$ cat src/blit_types_pkg.sv
// shared types of the blitter, word fixed at 16 bits
// lines and words hold the count minus one
`default_nettype none

package blit_types_pkg;

    typedef logic [15:0] word_t;         // VRAM data word
    typedef logic [15:0] addr_t;         // VRAM word address
    typedef logic [3:0]  nibble_mask_t;  // one bit per nibble
    typedef logic [1:0]  shift_t;        // right shift in nibbles
    typedef logic [7:0]  transp_t;       // transparency value
    typedef logic [16:0] count_t;        // top bit is the underflow flag

    // one complete blit setup
    typedef struct packed {
        logic         s_const;       // source from src_s, no reads
        logic         transp_en;
        logic         transp_8b;
        transp_t      transp_value;
        shift_t       shift_amount;
        nibble_mask_t first_mask;    // first word of each line
        nibble_mask_t last_mask;     // last word of each line
        word_t        mod_s;
        word_t        src_s;         // source address or constant
        word_t        and_c;
        word_t        xor_c;
        word_t        mod_d;
        word_t        dst_d;
        word_t        lines;
        word_t        words;
    } blit_cfg_t;

    typedef enum logic [2:0] {
        IDLE,        // wait for a queued blit
        SETUP,       // take the queued set
        LINE_BEG,    // load counters, first access
        RD_S,        // source read
        WR_D,        // destination write
        LINE_END     // add modulos, next line or done
    } blit_state_t;

endpackage

`default_nettype wire

$ cat src/blit_regmap_pkg.sv
// register numbers and bit fields seen by the host
// unused register numbers are ignored on write
`default_nettype none

package blit_regmap_pkg;

    localparam logic [3:0] REG_CTRL  = 4'd0;
    localparam logic [3:0] REG_AND_C = 4'd1;
    localparam logic [3:0] REG_XOR_C = 4'd2;
    localparam logic [3:0] REG_MOD_S = 4'd3;
    localparam logic [3:0] REG_SRC_S = 4'd4;
    localparam logic [3:0] REG_MOD_D = 4'd5;
    localparam logic [3:0] REG_DST_D = 4'd6;
    localparam logic [3:0] REG_SHIFT = 4'd7;
    localparam logic [3:0] REG_LINES = 4'd8;
    localparam logic [3:0] REG_WORDS = 4'd9;  // write queues the blit

    // CTRL fields
    localparam int CTRL_TVAL_MSB   = 15;
    localparam int CTRL_TVAL_LSB   = 8;
    localparam int CTRL_T8B_BIT    = 5;       // 8-bit transparency
    localparam int CTRL_TEN_BIT    = 4;       // transparency enable
    localparam int CTRL_SCONST_BIT = 0;       // source is constant

    // SHIFT fields
    localparam int SHIFT_FMASK_MSB = 15;
    localparam int SHIFT_FMASK_LSB = 12;
    localparam int SHIFT_LMASK_MSB = 11;
    localparam int SHIFT_LMASK_LSB = 8;
    localparam int SHIFT_AMT_MSB   = 1;
    localparam int SHIFT_AMT_LSB   = 0;

endpackage

`default_nettype wire

$ cat src/blit_regs.sv
// write-only register set holding one queued blit
// a write to REG_WORDS queues the blit, setup moves it to the active set
`default_nettype none
`timescale 1ns/1ps

module blit_regs (
    input  wire logic                      clk,
    input  wire logic                      reset_i,
    input  wire logic                      reg_wr_i,
    input  wire logic [3:0]                reg_num_i,
    input  wire blit_types_pkg::word_t     reg_data_i,
    input  wire logic                      setup_i,
    output      blit_types_pkg::blit_cfg_t active_cfg_o,
    output      logic                      queued_o
);
    import blit_types_pkg::*;
    import blit_regmap_pkg::*;

    blit_cfg_t queued_cfg;          // set being written by the host

    always_ff @(posedge clk) begin
        if (reset_i) begin
            queued_cfg   <= '0;
            active_cfg_o <= '0;
            queued_o     <= 1'b0;
        end else begin
            if (setup_i) begin
                active_cfg_o <= queued_cfg;     // old values, same-cycle write goes to queue
                queued_o     <= 1'b0;
            end

            if (reg_wr_i) begin
                case (reg_num_i)
                    REG_CTRL: begin
                        queued_cfg.transp_value <= reg_data_i[CTRL_TVAL_MSB:CTRL_TVAL_LSB];
                        queued_cfg.transp_8b    <= reg_data_i[CTRL_T8B_BIT];
                        queued_cfg.transp_en    <= reg_data_i[CTRL_TEN_BIT];
                        queued_cfg.s_const      <= reg_data_i[CTRL_SCONST_BIT];
                    end
                    REG_AND_C: begin
                        queued_cfg.and_c <= reg_data_i;
                    end
                    REG_XOR_C: begin
                        queued_cfg.xor_c <= reg_data_i;
                    end
                    REG_MOD_S: begin
                        queued_cfg.mod_s <= reg_data_i;
                    end
                    REG_SRC_S: begin
                        queued_cfg.src_s <= reg_data_i;
                    end
                    REG_MOD_D: begin
                        queued_cfg.mod_d <= reg_data_i;
                    end
                    REG_DST_D: begin
                        queued_cfg.dst_d <= reg_data_i;
                    end
                    REG_SHIFT: begin
                        queued_cfg.first_mask   <= reg_data_i[SHIFT_FMASK_MSB:SHIFT_FMASK_LSB];
                        queued_cfg.last_mask    <= reg_data_i[SHIFT_LMASK_MSB:SHIFT_LMASK_LSB];
                        queued_cfg.shift_amount <= reg_data_i[SHIFT_AMT_MSB:SHIFT_AMT_LSB];
                    end
                    REG_LINES: begin
                        queued_cfg.lines <= reg_data_i;
                    end
                    REG_WORDS: begin
                        queued_cfg.words <= reg_data_i;
                        queued_o         <= 1'b1;   // wins over setup clear
                    end
                    default: begin
                    end
                endcase
            end
        end
    end

    // the sequencer may only take a blit that is really queued
    setup_needs_queue: assert property (
        @(posedge clk) disable iff (reset_i)
        setup_i |-> queued_o
    ) else $error("blit_regs: setup_i while queued_o is low");

endmodule

`default_nettype wire

$ cat src/blit_sequencer.sv
// blit state machine with the VRAM address, select and write strobes
// outputs hold until ack, the state only moves when sel is low or ack high
`default_nettype none
`timescale 1ns/1ps

module blit_sequencer (
    input  wire logic                         clk,
    input  wire logic                         reset_i,
    input  wire blit_types_pkg::blit_cfg_t    cfg_i,
    input  wire logic                         queued_i,
    input  wire logic                         vram_ack_i,
    output      logic                         setup_o,
    output      logic                         capture_o,
    output      logic                         line_first_o,
    output      blit_types_pkg::nibble_mask_t edge_mask_o,
    output      logic                         vram_sel_o,
    output      logic                         vram_wr_o,
    output      blit_types_pkg::addr_t        vram_addr_o,
    output      logic                         busy_o,
    output      logic                         done_o
);
    import blit_types_pkg::*;

    blit_state_t state_q, state_d;
    logic        sel_q, sel_d;
    logic        wr_q, wr_d;
    addr_t       addr_q, addr_d;
    addr_t       src_q, src_d;          // running source address
    addr_t       dst_q, dst_d;          // running destination address
    count_t      lines_q, lines_d;
    count_t      count_q, count_d;      // words left in this line
    logic        first_q, first_d;      // first word of the line
    logic        done_q, done_d;
    logic        new_blit_q;            // first LINE_BEG after setup
    logic        busy_q;
    logic        advance;
    logic        last_word;
    logic        last_line;
    addr_t       src_base;
    addr_t       dst_base;
    count_t      lines_base;

    assign advance    = !sel_q || vram_ack_i;
    assign last_word  = count_q[16];            // underflow marks last word
    assign last_line  = lines_q[16];
    assign src_base   = new_blit_q ? cfg_i.src_s : src_q;
    assign dst_base   = new_blit_q ? cfg_i.dst_d : dst_q;
    assign lines_base = new_blit_q ? {1'b0, cfg_i.lines} : lines_q;

    assign setup_o      = (state_q == SETUP);
    assign capture_o    = (state_q == RD_S);    // pixel path samples on ack
    assign line_first_o = first_q;
    assign edge_mask_o  = (first_q   ? cfg_i.first_mask : 4'b1111) &
                          (last_word ? cfg_i.last_mask  : 4'b1111);
    assign vram_sel_o   = sel_q;
    assign vram_wr_o    = wr_q;
    assign vram_addr_o  = addr_q;
    assign busy_o       = busy_q;
    assign done_o       = done_q;

    always_comb begin
        state_d = state_q;
        sel_d   = 1'b0;
        wr_d    = 1'b0;
        addr_d  = addr_q;
        src_d   = src_q;
        dst_d   = dst_q;
        lines_d = lines_q;
        count_d = count_q;
        first_d = first_q;
        done_d  = 1'b0;

        case (state_q)
            IDLE: begin
                if (queued_i) begin
                    state_d = SETUP;
                end
            end
            SETUP: begin
                state_d = LINE_BEG;             // active set valid next cycle
            end
            LINE_BEG: begin
                lines_d = lines_base - 1'b1;    // pre-decrement
                count_d = {1'b0, cfg_i.words} - 1'b1;
                first_d = 1'b1;
                src_d   = src_base;
                dst_d   = dst_base;
                sel_d   = 1'b1;
                if (!cfg_i.s_const) begin
                    addr_d  = src_base;
                    state_d = RD_S;
                end else begin
                    wr_d    = 1'b1;
                    addr_d  = dst_base;
                    state_d = WR_D;
                end
            end
            RD_S: begin
                src_d   = addr_q + 1'b1;
                sel_d   = 1'b1;
                wr_d    = 1'b1;
                addr_d  = dst_q;
                state_d = WR_D;
            end
            WR_D: begin
                dst_d   = addr_q + 1'b1;
                count_d = count_q - 1'b1;
                first_d = 1'b0;
                if (last_word) begin
                    state_d = LINE_END;
                end else if (!cfg_i.s_const) begin
                    sel_d   = 1'b1;
                    addr_d  = src_q;
                    state_d = RD_S;
                end else begin
                    sel_d   = 1'b1;             // back-to-back constant writes
                    wr_d    = 1'b1;
                    addr_d  = addr_q + 1'b1;
                    state_d = WR_D;
                end
            end
            LINE_END: begin
                src_d = src_q + cfg_i.mod_s;
                dst_d = dst_q + cfg_i.mod_d;
                if (last_line) begin
                    done_d  = 1'b1;
                    state_d = queued_i ? SETUP : IDLE;
                end else begin
                    state_d = LINE_BEG;
                end
            end
            default: begin
                state_d = IDLE;
            end
        endcase
    end

    always_ff @(posedge clk) begin
        if (reset_i) begin
            state_q    <= IDLE;
            sel_q      <= 1'b0;
            wr_q       <= 1'b0;
            addr_q     <= '0;
            src_q      <= '0;
            dst_q      <= '0;
            lines_q    <= '0;
            count_q    <= '0;
            first_q    <= 1'b0;
            done_q     <= 1'b0;
            new_blit_q <= 1'b0;
            busy_q     <= 1'b0;
        end else begin
            if (advance) begin
                state_q    <= state_d;
                sel_q      <= sel_d;
                wr_q       <= wr_d;
                addr_q     <= addr_d;
                src_q      <= src_d;
                dst_q      <= dst_d;
                lines_q    <= lines_d;
                count_q    <= count_d;
                first_q    <= first_d;
                done_q     <= done_d;
                new_blit_q <= (state_q == SETUP);
            end
            busy_q <= (state_q != IDLE);        // one cycle behind the state
        end
    end

    // a pending access keeps its address and direction until ack
    access_held: assert property (
        @(posedge clk) disable iff (reset_i)
        (vram_sel_o && !vram_ack_i) |=>
            (vram_sel_o && $stable(vram_addr_o) && $stable(vram_wr_o))
    ) else $error("blit_sequencer: VRAM access changed before ack");

endmodule

`default_nettype wire

$ cat src/blit_pixel_path.sv
// source capture, nibble shift, logic op and transparency
// the shift carries nibbles from the previous read of the same line only
`default_nettype none
`timescale 1ns/1ps

module blit_pixel_path (
    input  wire logic                         clk,
    input  wire logic                         reset_i,
    input  wire blit_types_pkg::blit_cfg_t    cfg_i,
    input  wire logic                         capture_i,
    input  wire logic                         vram_ack_i,
    input  wire logic                         line_first_i,
    input  wire blit_types_pkg::nibble_mask_t edge_mask_i,
    input  wire blit_types_pkg::word_t        vram_data_i,
    output      blit_types_pkg::word_t        vram_data_o,
    output      blit_types_pkg::nibble_mask_t vram_wr_mask_o
);
    import blit_types_pkg::*;

    word_t        src_word_q;       // shifted source from the last read
    logic [11:0]  prev_q;           // low nibbles of the last read
    logic [11:0]  carry;
    word_t        src_word;
    word_t        val_sca;
    nibble_mask_t t4_mask;
    nibble_mask_t t8_mask;

    function automatic word_t shift_in(input shift_t amount, input word_t data,
                                       input logic [11:0] prev);
        word_t result;
        case (amount)
            2'd0:    result = data;
            2'd1:    result = {prev[3:0], data[15:4]};
            2'd2:    result = {prev[7:0], data[15:8]};
            default: result = {prev[11:0], data[15:12]};
        endcase
        return result;
    endfunction

    assign carry = line_first_i ? 12'h000 : prev_q;     // nothing carried into a new line

    always_ff @(posedge clk) begin
        if (reset_i) begin
            src_word_q <= '0;
            prev_q     <= '0;
        end else if (capture_i && vram_ack_i) begin
            src_word_q <= shift_in(cfg_i.shift_amount, vram_data_i, carry);
            prev_q     <= vram_data_i[11:0];
        end
    end

    assign src_word    = cfg_i.s_const ? cfg_i.src_s : src_word_q;
    assign val_sca     = src_word & ~cfg_i.and_c;
    assign vram_data_o = val_sca ^ cfg_i.xor_c;

    // 4-bit mode, odd nibbles against the high half of the value
    assign t4_mask = {
        !cfg_i.transp_en || (val_sca[15:12] != cfg_i.transp_value[7:4]),
        !cfg_i.transp_en || (val_sca[11:8]  != cfg_i.transp_value[3:0]),
        !cfg_i.transp_en || (val_sca[7:4]   != cfg_i.transp_value[7:4]),
        !cfg_i.transp_en || (val_sca[3:0]   != cfg_i.transp_value[3:0])
    };

    // 8-bit mode, both nibbles of a byte follow that byte
    assign t8_mask = {
        {2{!cfg_i.transp_en || (val_sca[15:8] != cfg_i.transp_value)}},
        {2{!cfg_i.transp_en || (val_sca[7:0]  != cfg_i.transp_value)}}
    };

    assign vram_wr_mask_o = edge_mask_i & (cfg_i.transp_8b ? t8_mask : t4_mask);

endmodule

`default_nettype wire

$ cat src/blitter.sv
// blitter top level, one active blit and one queued
// VRAM port stalls on sel until ack, read data valid in the ack cycle
`default_nettype none
`timescale 1ns/1ps

module blitter (
    input  wire logic                         clk,
    input  wire logic                         reset_i,
    input  wire logic                         reg_wr_i,
    input  wire logic [3:0]                   reg_num_i,
    input  wire blit_types_pkg::word_t        reg_data_i,
    output      logic                         busy_o,
    output      logic                         full_o,
    output      logic                         done_o,
    output      logic                         vram_sel_o,
    input  wire logic                         vram_ack_i,
    output      logic                         vram_wr_o,
    output      blit_types_pkg::nibble_mask_t vram_wr_mask_o,
    output      blit_types_pkg::addr_t        vram_addr_o,
    input  wire blit_types_pkg::word_t        vram_data_i,
    output      blit_types_pkg::word_t        vram_data_o
);
    import blit_types_pkg::*;

    blit_cfg_t    active_cfg;
    logic         setup;
    logic         capture;
    logic         line_first;
    nibble_mask_t edge_mask;

    blit_regs regs_i (
        .clk          (clk),
        .reset_i      (reset_i),
        .reg_wr_i     (reg_wr_i),
        .reg_num_i    (reg_num_i),
        .reg_data_i   (reg_data_i),
        .setup_i      (setup),
        .active_cfg_o (active_cfg),
        .queued_o     (full_o)          // queue full is the queued flag
    );

    blit_sequencer seq_i (
        .clk          (clk),
        .reset_i      (reset_i),
        .cfg_i        (active_cfg),
        .queued_i     (full_o),
        .vram_ack_i   (vram_ack_i),
        .setup_o      (setup),
        .capture_o    (capture),
        .line_first_o (line_first),
        .edge_mask_o  (edge_mask),
        .vram_sel_o   (vram_sel_o),
        .vram_wr_o    (vram_wr_o),
        .vram_addr_o  (vram_addr_o),
        .busy_o       (busy_o),
        .done_o       (done_o)
    );

    blit_pixel_path pix_i (
        .clk            (clk),
        .reset_i        (reset_i),
        .cfg_i          (active_cfg),
        .capture_i      (capture),
        .vram_ack_i     (vram_ack_i),
        .line_first_i   (line_first),
        .edge_mask_i    (edge_mask),
        .vram_data_i    (vram_data_i),
        .vram_data_o    (vram_data_o),
        .vram_wr_mask_o (vram_wr_mask_o)
    );

endmodule

`default_nettype wire

$ cat config.mk
export PLATFORM = sky130hd
export DESIGN_NAME = blitter
export DESIGN_NICKNAME = d
export VERILOG_FILES = /design/src/blit_types_pkg.sv /design/src/blit_regmap_pkg.sv /design/src/blit_regs.sv /design/src/blit_sequencer.sv /design/src/blit_pixel_path.sv /design/src/blitter.sv
export SDC_FILE = /design/constraint.sdc
export NUM_CORES = 1
export LEC_CHECK = 0
export ABC_AREA = 1
export BUFFER_PORTS_ARGS = -buffer_cell sky130_fd_sc_hd__buf_2
export CORE_ASPECT_RATIO = 0.7
export CORE_MARGIN = 8
export CORE_UTILIZATION = 36
export DETAILED_ROUTE_END_ITERATION = 6
export GPL_TIMING_DRIVEN = 0
export SKIP_LAST_GASP = 1
export SLEW_MARGIN = 20
export SYNTH_ARGS = -nofsm -noshare
export SYNTH_HDL_FRONTEND = slang
export SYNTH_HIERARCHICAL = 1
export SYNTH_SLANG_ARGS = --single-unit
export TNS_END_PERCENT = 100
$ cat constraint.sdc
create_clock -name clk -period 1.8 [get_ports clk]
set_input_delay 0.09 -clock clk [delete_from_list [all_inputs] [get_ports clk]]
set_output_delay 0.09 -clock clk [all_outputs]
set_load 0.05 [all_outputs]
==> flow_metrics.tcl <==
set metrics [dict create \
    switching_share_pct 40.0 \
    initial_utilization_pct 36.4 \
    count_of_state_elements_after_synthesis 418 \
    synth_top_cell_area_share_pct 38.4 \
    timing.critical_path.cells "inv_8, buf_8, nand2_2, nand3_4, nand2_1, nand2_2, nor2_4, nand3_1, nor2_1, nor2_2, buf_6" \
    finalNetCount 3657 \
    worst_slew_margin_rel_pct 37.5 \
    detail-route-antenna-nets 0 \
    drt_iter0_markers 2780 \
    grt_pass1_wl_mm 124 \
    p_seq_share_pct 34.3 \
    ctsRootBufferMaster "sky130_fd_sc_hd__clkbuf_16" \
    die-width_um 310 \
    timing.final.crit_share_pct 125 \
    clkPwrFrac_pct 27.3 \
    share_of_cells_above_drive_strength_1_pct 20.1 \
    fp.dieH_um 222 \
    num_vias 23400 \
    hold_slack_ps 38.0 \
    fin_skew_ps 29.4 \
    clkSlewWorstSetupHoldPaths_ps 60 \
    final_max_slew_viol_count 0 \
    crit_family "simple AND/OR/NAND/NOR gates" \
    globalRoute.totalOverflow 0 \
    setup_total_neg_slack_ps -5020 \
    wire_length_reported_by_the_detailed_router_mm 83.8 \
    place.port_buffers 79 \
    cells_after_dpl 4230 \
    ys_dominant_reg_cell "sky130_fd_sc_hd__dfxtp_1" \
    post-route-drc-count 0 \
    worst_skew_late_latency_ps 600 \
    post_drt_wl_per_cell_um 18.9 \
    tritoncts_clock_tree "done" \
    finalWeightedCongestion 1.00 \
    synthesis.yosys.warnings 6 \
    fp.coreArea_um2 60000 \
    synth_fp_nets 3418 \
    placed_area_um2 23300 \
    final_area_um2 27900 \
    timing.critical_path.slowest_stage_cell "sky130_fd_sc_hd__dfxtp_4" \
    grt_setup_unrepaired "yes" \
    critical_path_class "register to output port" \
    cp.required_ps 1710 \
    synth_area_leader_cell "sky130_fd_sc_hd__dfxtp_1" \
    final_cell_mix "sky130_fd_sc_hd__nand2_1 (707), sky130_fd_sc_hd__nor2_1 (642), sky130_fd_sc_hd__dfxtp_1 (382)" \
    syn_area_per_cell_um2 6.53 \
    floorplan.die_area_um2 68900 \
    clock_sink_count 418 \
    path_buf_inv 3 \
    cts.htree.levels 2 \
    worst_path_most_repeated_cell "sky130_fd_sc_hd__nand2_2" \
    startpoint_type "register" \
    via_per_inst 5.28 \
    layout_commonest_cell "sky130_fd_sc_hd__nand2_1" \
    max-cap-violations 0 \
    final_cells 4423 \
    failed_checks "setup timing" \
    num_io_pins 81 \
    post-layout-total-power_mw 35.3 \
    cts_max_path_buffers 3 \
    internal-power_mw 21.2 \
    synthDistinctLibCells 55 \
    grt_antenna_before_repair 2 \
    max_clock_freq_mhz 444 \
    period_needed_ps 2250 \
    worstSetupEndpointType "output port" \
    status "finished with violations" \
    synth-edff-count 0 \
    power_switching_mw 14.1 \
    slowest_delay_ps 440 \
    worst_ir_drop_vdd_v 0.000664 \
    place_ws_ps -853 \
    num-fill-cells 6186 \
    first_global_vias 20900 \
    combinationalPowerShare_pct 38.4 \
    hold_viol_final 0 \
    grt_max_degree 15 \
    worstHoldPathType "input pin to register" \
    cts_buffers 44 \
    area_growth_syn_to_layout_pct 28.0 \
    detailedRoute.firstPassIterationCount 7 \
    critPathMaxFanout 6 \
    synthesis.area_um2 21800 \
    std_cell_rows 75 \
    finalSetupViolCount 31 \
    synthCells 3343 \
    sequential_fraction_of_the_synthesis_area_pct 38.4 \
    timing_worst_slew_pin_value_ps 937 \
    antenna_cells_inserted 0 \
    detailedPlacementHpwl_mm 61.5 \
    power.static_leakage_nw 12.7 \
    final_core_utilization_pct 46.6 \
    arrival_ps 2160 \
    grt_use_total_pct 23.0 \
    synth.top_cells.by_area "sky130_fd_sc_hd__dfxtp_1 (38%), sky130_fd_sc_hd__nand2_1 (13%), sky130_fd_sc_hd__nor2_1 (12%)" \
    async_reset_ff_share_pct 0 \
    layout_setup_ws_ps -454 \
    power_per_cell_area_nw_per_um2 1260 \
]
-- power groups by stage --
| stage | logic, mW | registers [mW] | clock network (mW) |
|---|---|---|---|
| 2_1_floorplan | 7.40 | 11.6 | 0 |
| 3_3_place_gp | 10.2 | 12.1 | 0 |
| 3_5_place_dp | 10.2 | 12.1 | 0 |
| 4_1_cts | 12.0 | 12.0 | 9.82 |
| 5_1_grt | 14.6 | 12.2 | 10.2 |
| 6_report | 13.5 | 12.1 | 9.62 |
-- final timing paths --
kind | startpoint | endpoint | slack [ps] | cells past startpoint
worst max register to register | regs_i/active_cfg_o[48] | seq_i/dst_q[10] | -140 | 13
worst min register to register | regs_i/queued_cfg[148] | regs_i/active_cfg_o[148] | 450 | 2
worst min-delay path | reg_num_i[1] | regs_i/queued_cfg[65] | 40 | 5
worst max-delay path | regs_i/active_cfg_o[148] | vram_wr_mask_o[2] | -450 | 11
-- cells in the mapped netlist, types with 3 or more instances --
cell and instances:
sky130_fd_sc_hd__ha_1 33, sky130_fd_sc_hd__a211oi_1 5, sky130_fd_sc_hd__xnor2_1 19, sky130_fd_sc_hd__o22ai_1 12, sky130_fd_sc_hd__o21ai_1 14, sky130_fd_sc_hd__nand2_1 782, sky130_fd_sc_hd__nand4_1 54, sky130_fd_sc_hd__nand2_2 17
sky130_fd_sc_hd__nand3_1 128, sky130_fd_sc_hd__clkbuf_1 55, sky130_fd_sc_hd__buf_2 66, sky130_fd_sc_hd__o21ai_0 329, sky130_fd_sc_hd__nor2_1 682, sky130_fd_sc_hd__nor2_4 10, sky130_fd_sc_hd__buf_6 13, sky130_fd_sc_hd__buf_1 11
sky130_fd_sc_hd__dfxtp_1 418, sky130_fd_sc_hd__o211ai_1 9, sky130_fd_sc_hd__xor2_1 12, sky130_fd_sc_hd__a31oi_1 36, sky130_fd_sc_hd__o21bai_1 6, sky130_fd_sc_hd__nand2_4 3, sky130_fd_sc_hd__nor2_2 16, sky130_fd_sc_hd__inv_1 300
sky130_fd_sc_hd__nand3b_1 21, sky130_fd_sc_hd__o21a_1 4, sky130_fd_sc_hd__nor3_1 11, sky130_fd_sc_hd__buf_4 25, sky130_fd_sc_hd__nand3_2 7, sky130_fd_sc_hd__a21oi_1 189, sky130_fd_sc_hd__inv_2 13, sky130_fd_sc_hd__or2_2 8
sky130_fd_sc_hd__mux2i_1 3
-- registers in the layout, summed over array words and instances (netlist names), 3 cells and up --
register,count
regs_i/active_cfg_o,149
regs_i/queued_cfg,149
seq_i/count_q,17
seq_i/lines_q,17
pix_i/src_word_q,16
seq_i/dst_q,16
seq_i/src_q,16
seq_i/vram_addr_o,16
pix_i/prev_q,12
seq_i/state_q,3
-- metal layers --
metal,up-vias,wire length [um],global-route usage [%]
li1,11200,-,-
met2,1087,33500,31.8
met1,10900,39500,35.5
met3,127,8710,4.53
met4,2,2040,6.24
met5,-,12,0
-- logic make-up (layout without fill, tap and decap cells) --
group                      count (synthesis)  in the layout  synth area share (%)
AOI/OAI and AO/OA                        618            618                  15.0
DFF                                      418            418                  38.4
and+or+nand+nor                         1750           1752                  33.4
buffers and inverters                    488            758                  9.78
adders and majority gates                 35             35                  2.08
muxes                                      3              3                 0.138
xor gates and xnor gates                  31             31                  1.24
-- repair_timing --
action | in CTS | in global routing
gates cloned | 4 | 11
gates resized for setup | 282 | 356
buffers inserted | 37 | 32
hold buffers | 39 | 0
setup endpoints to repair | 274 | 254
hold endpoints to repair | 68 | 0
pin swaps | 66 | 91
-- worst reg2reg max path: cells and delay by family, from the launching register on --
kind,cells,cell delay (ps)
buffers and inverters,2,120
AOI/OAI and AO/OA,2,290
DFF,1,380
adders and majority gates,2,450
and+or+nand+nor,7,600
-- layout make-up --
cell class,instances,area [um2],share of cell area [%]
repair buffers,196,1760,6.30
plain buffers,167,1170,4.18
flip-flops and latches,418,8450,30.3
clock buffers,56,1200,4.29
multi-input cells,2439,12800,45.9
repair inverters,1,7.51,0.0269
well taps,808,1010,3.62
clock inverters,23,290,1.04
inverters,315,1220,4.37
Note: power is estimated with default switching activity, not from simulation.
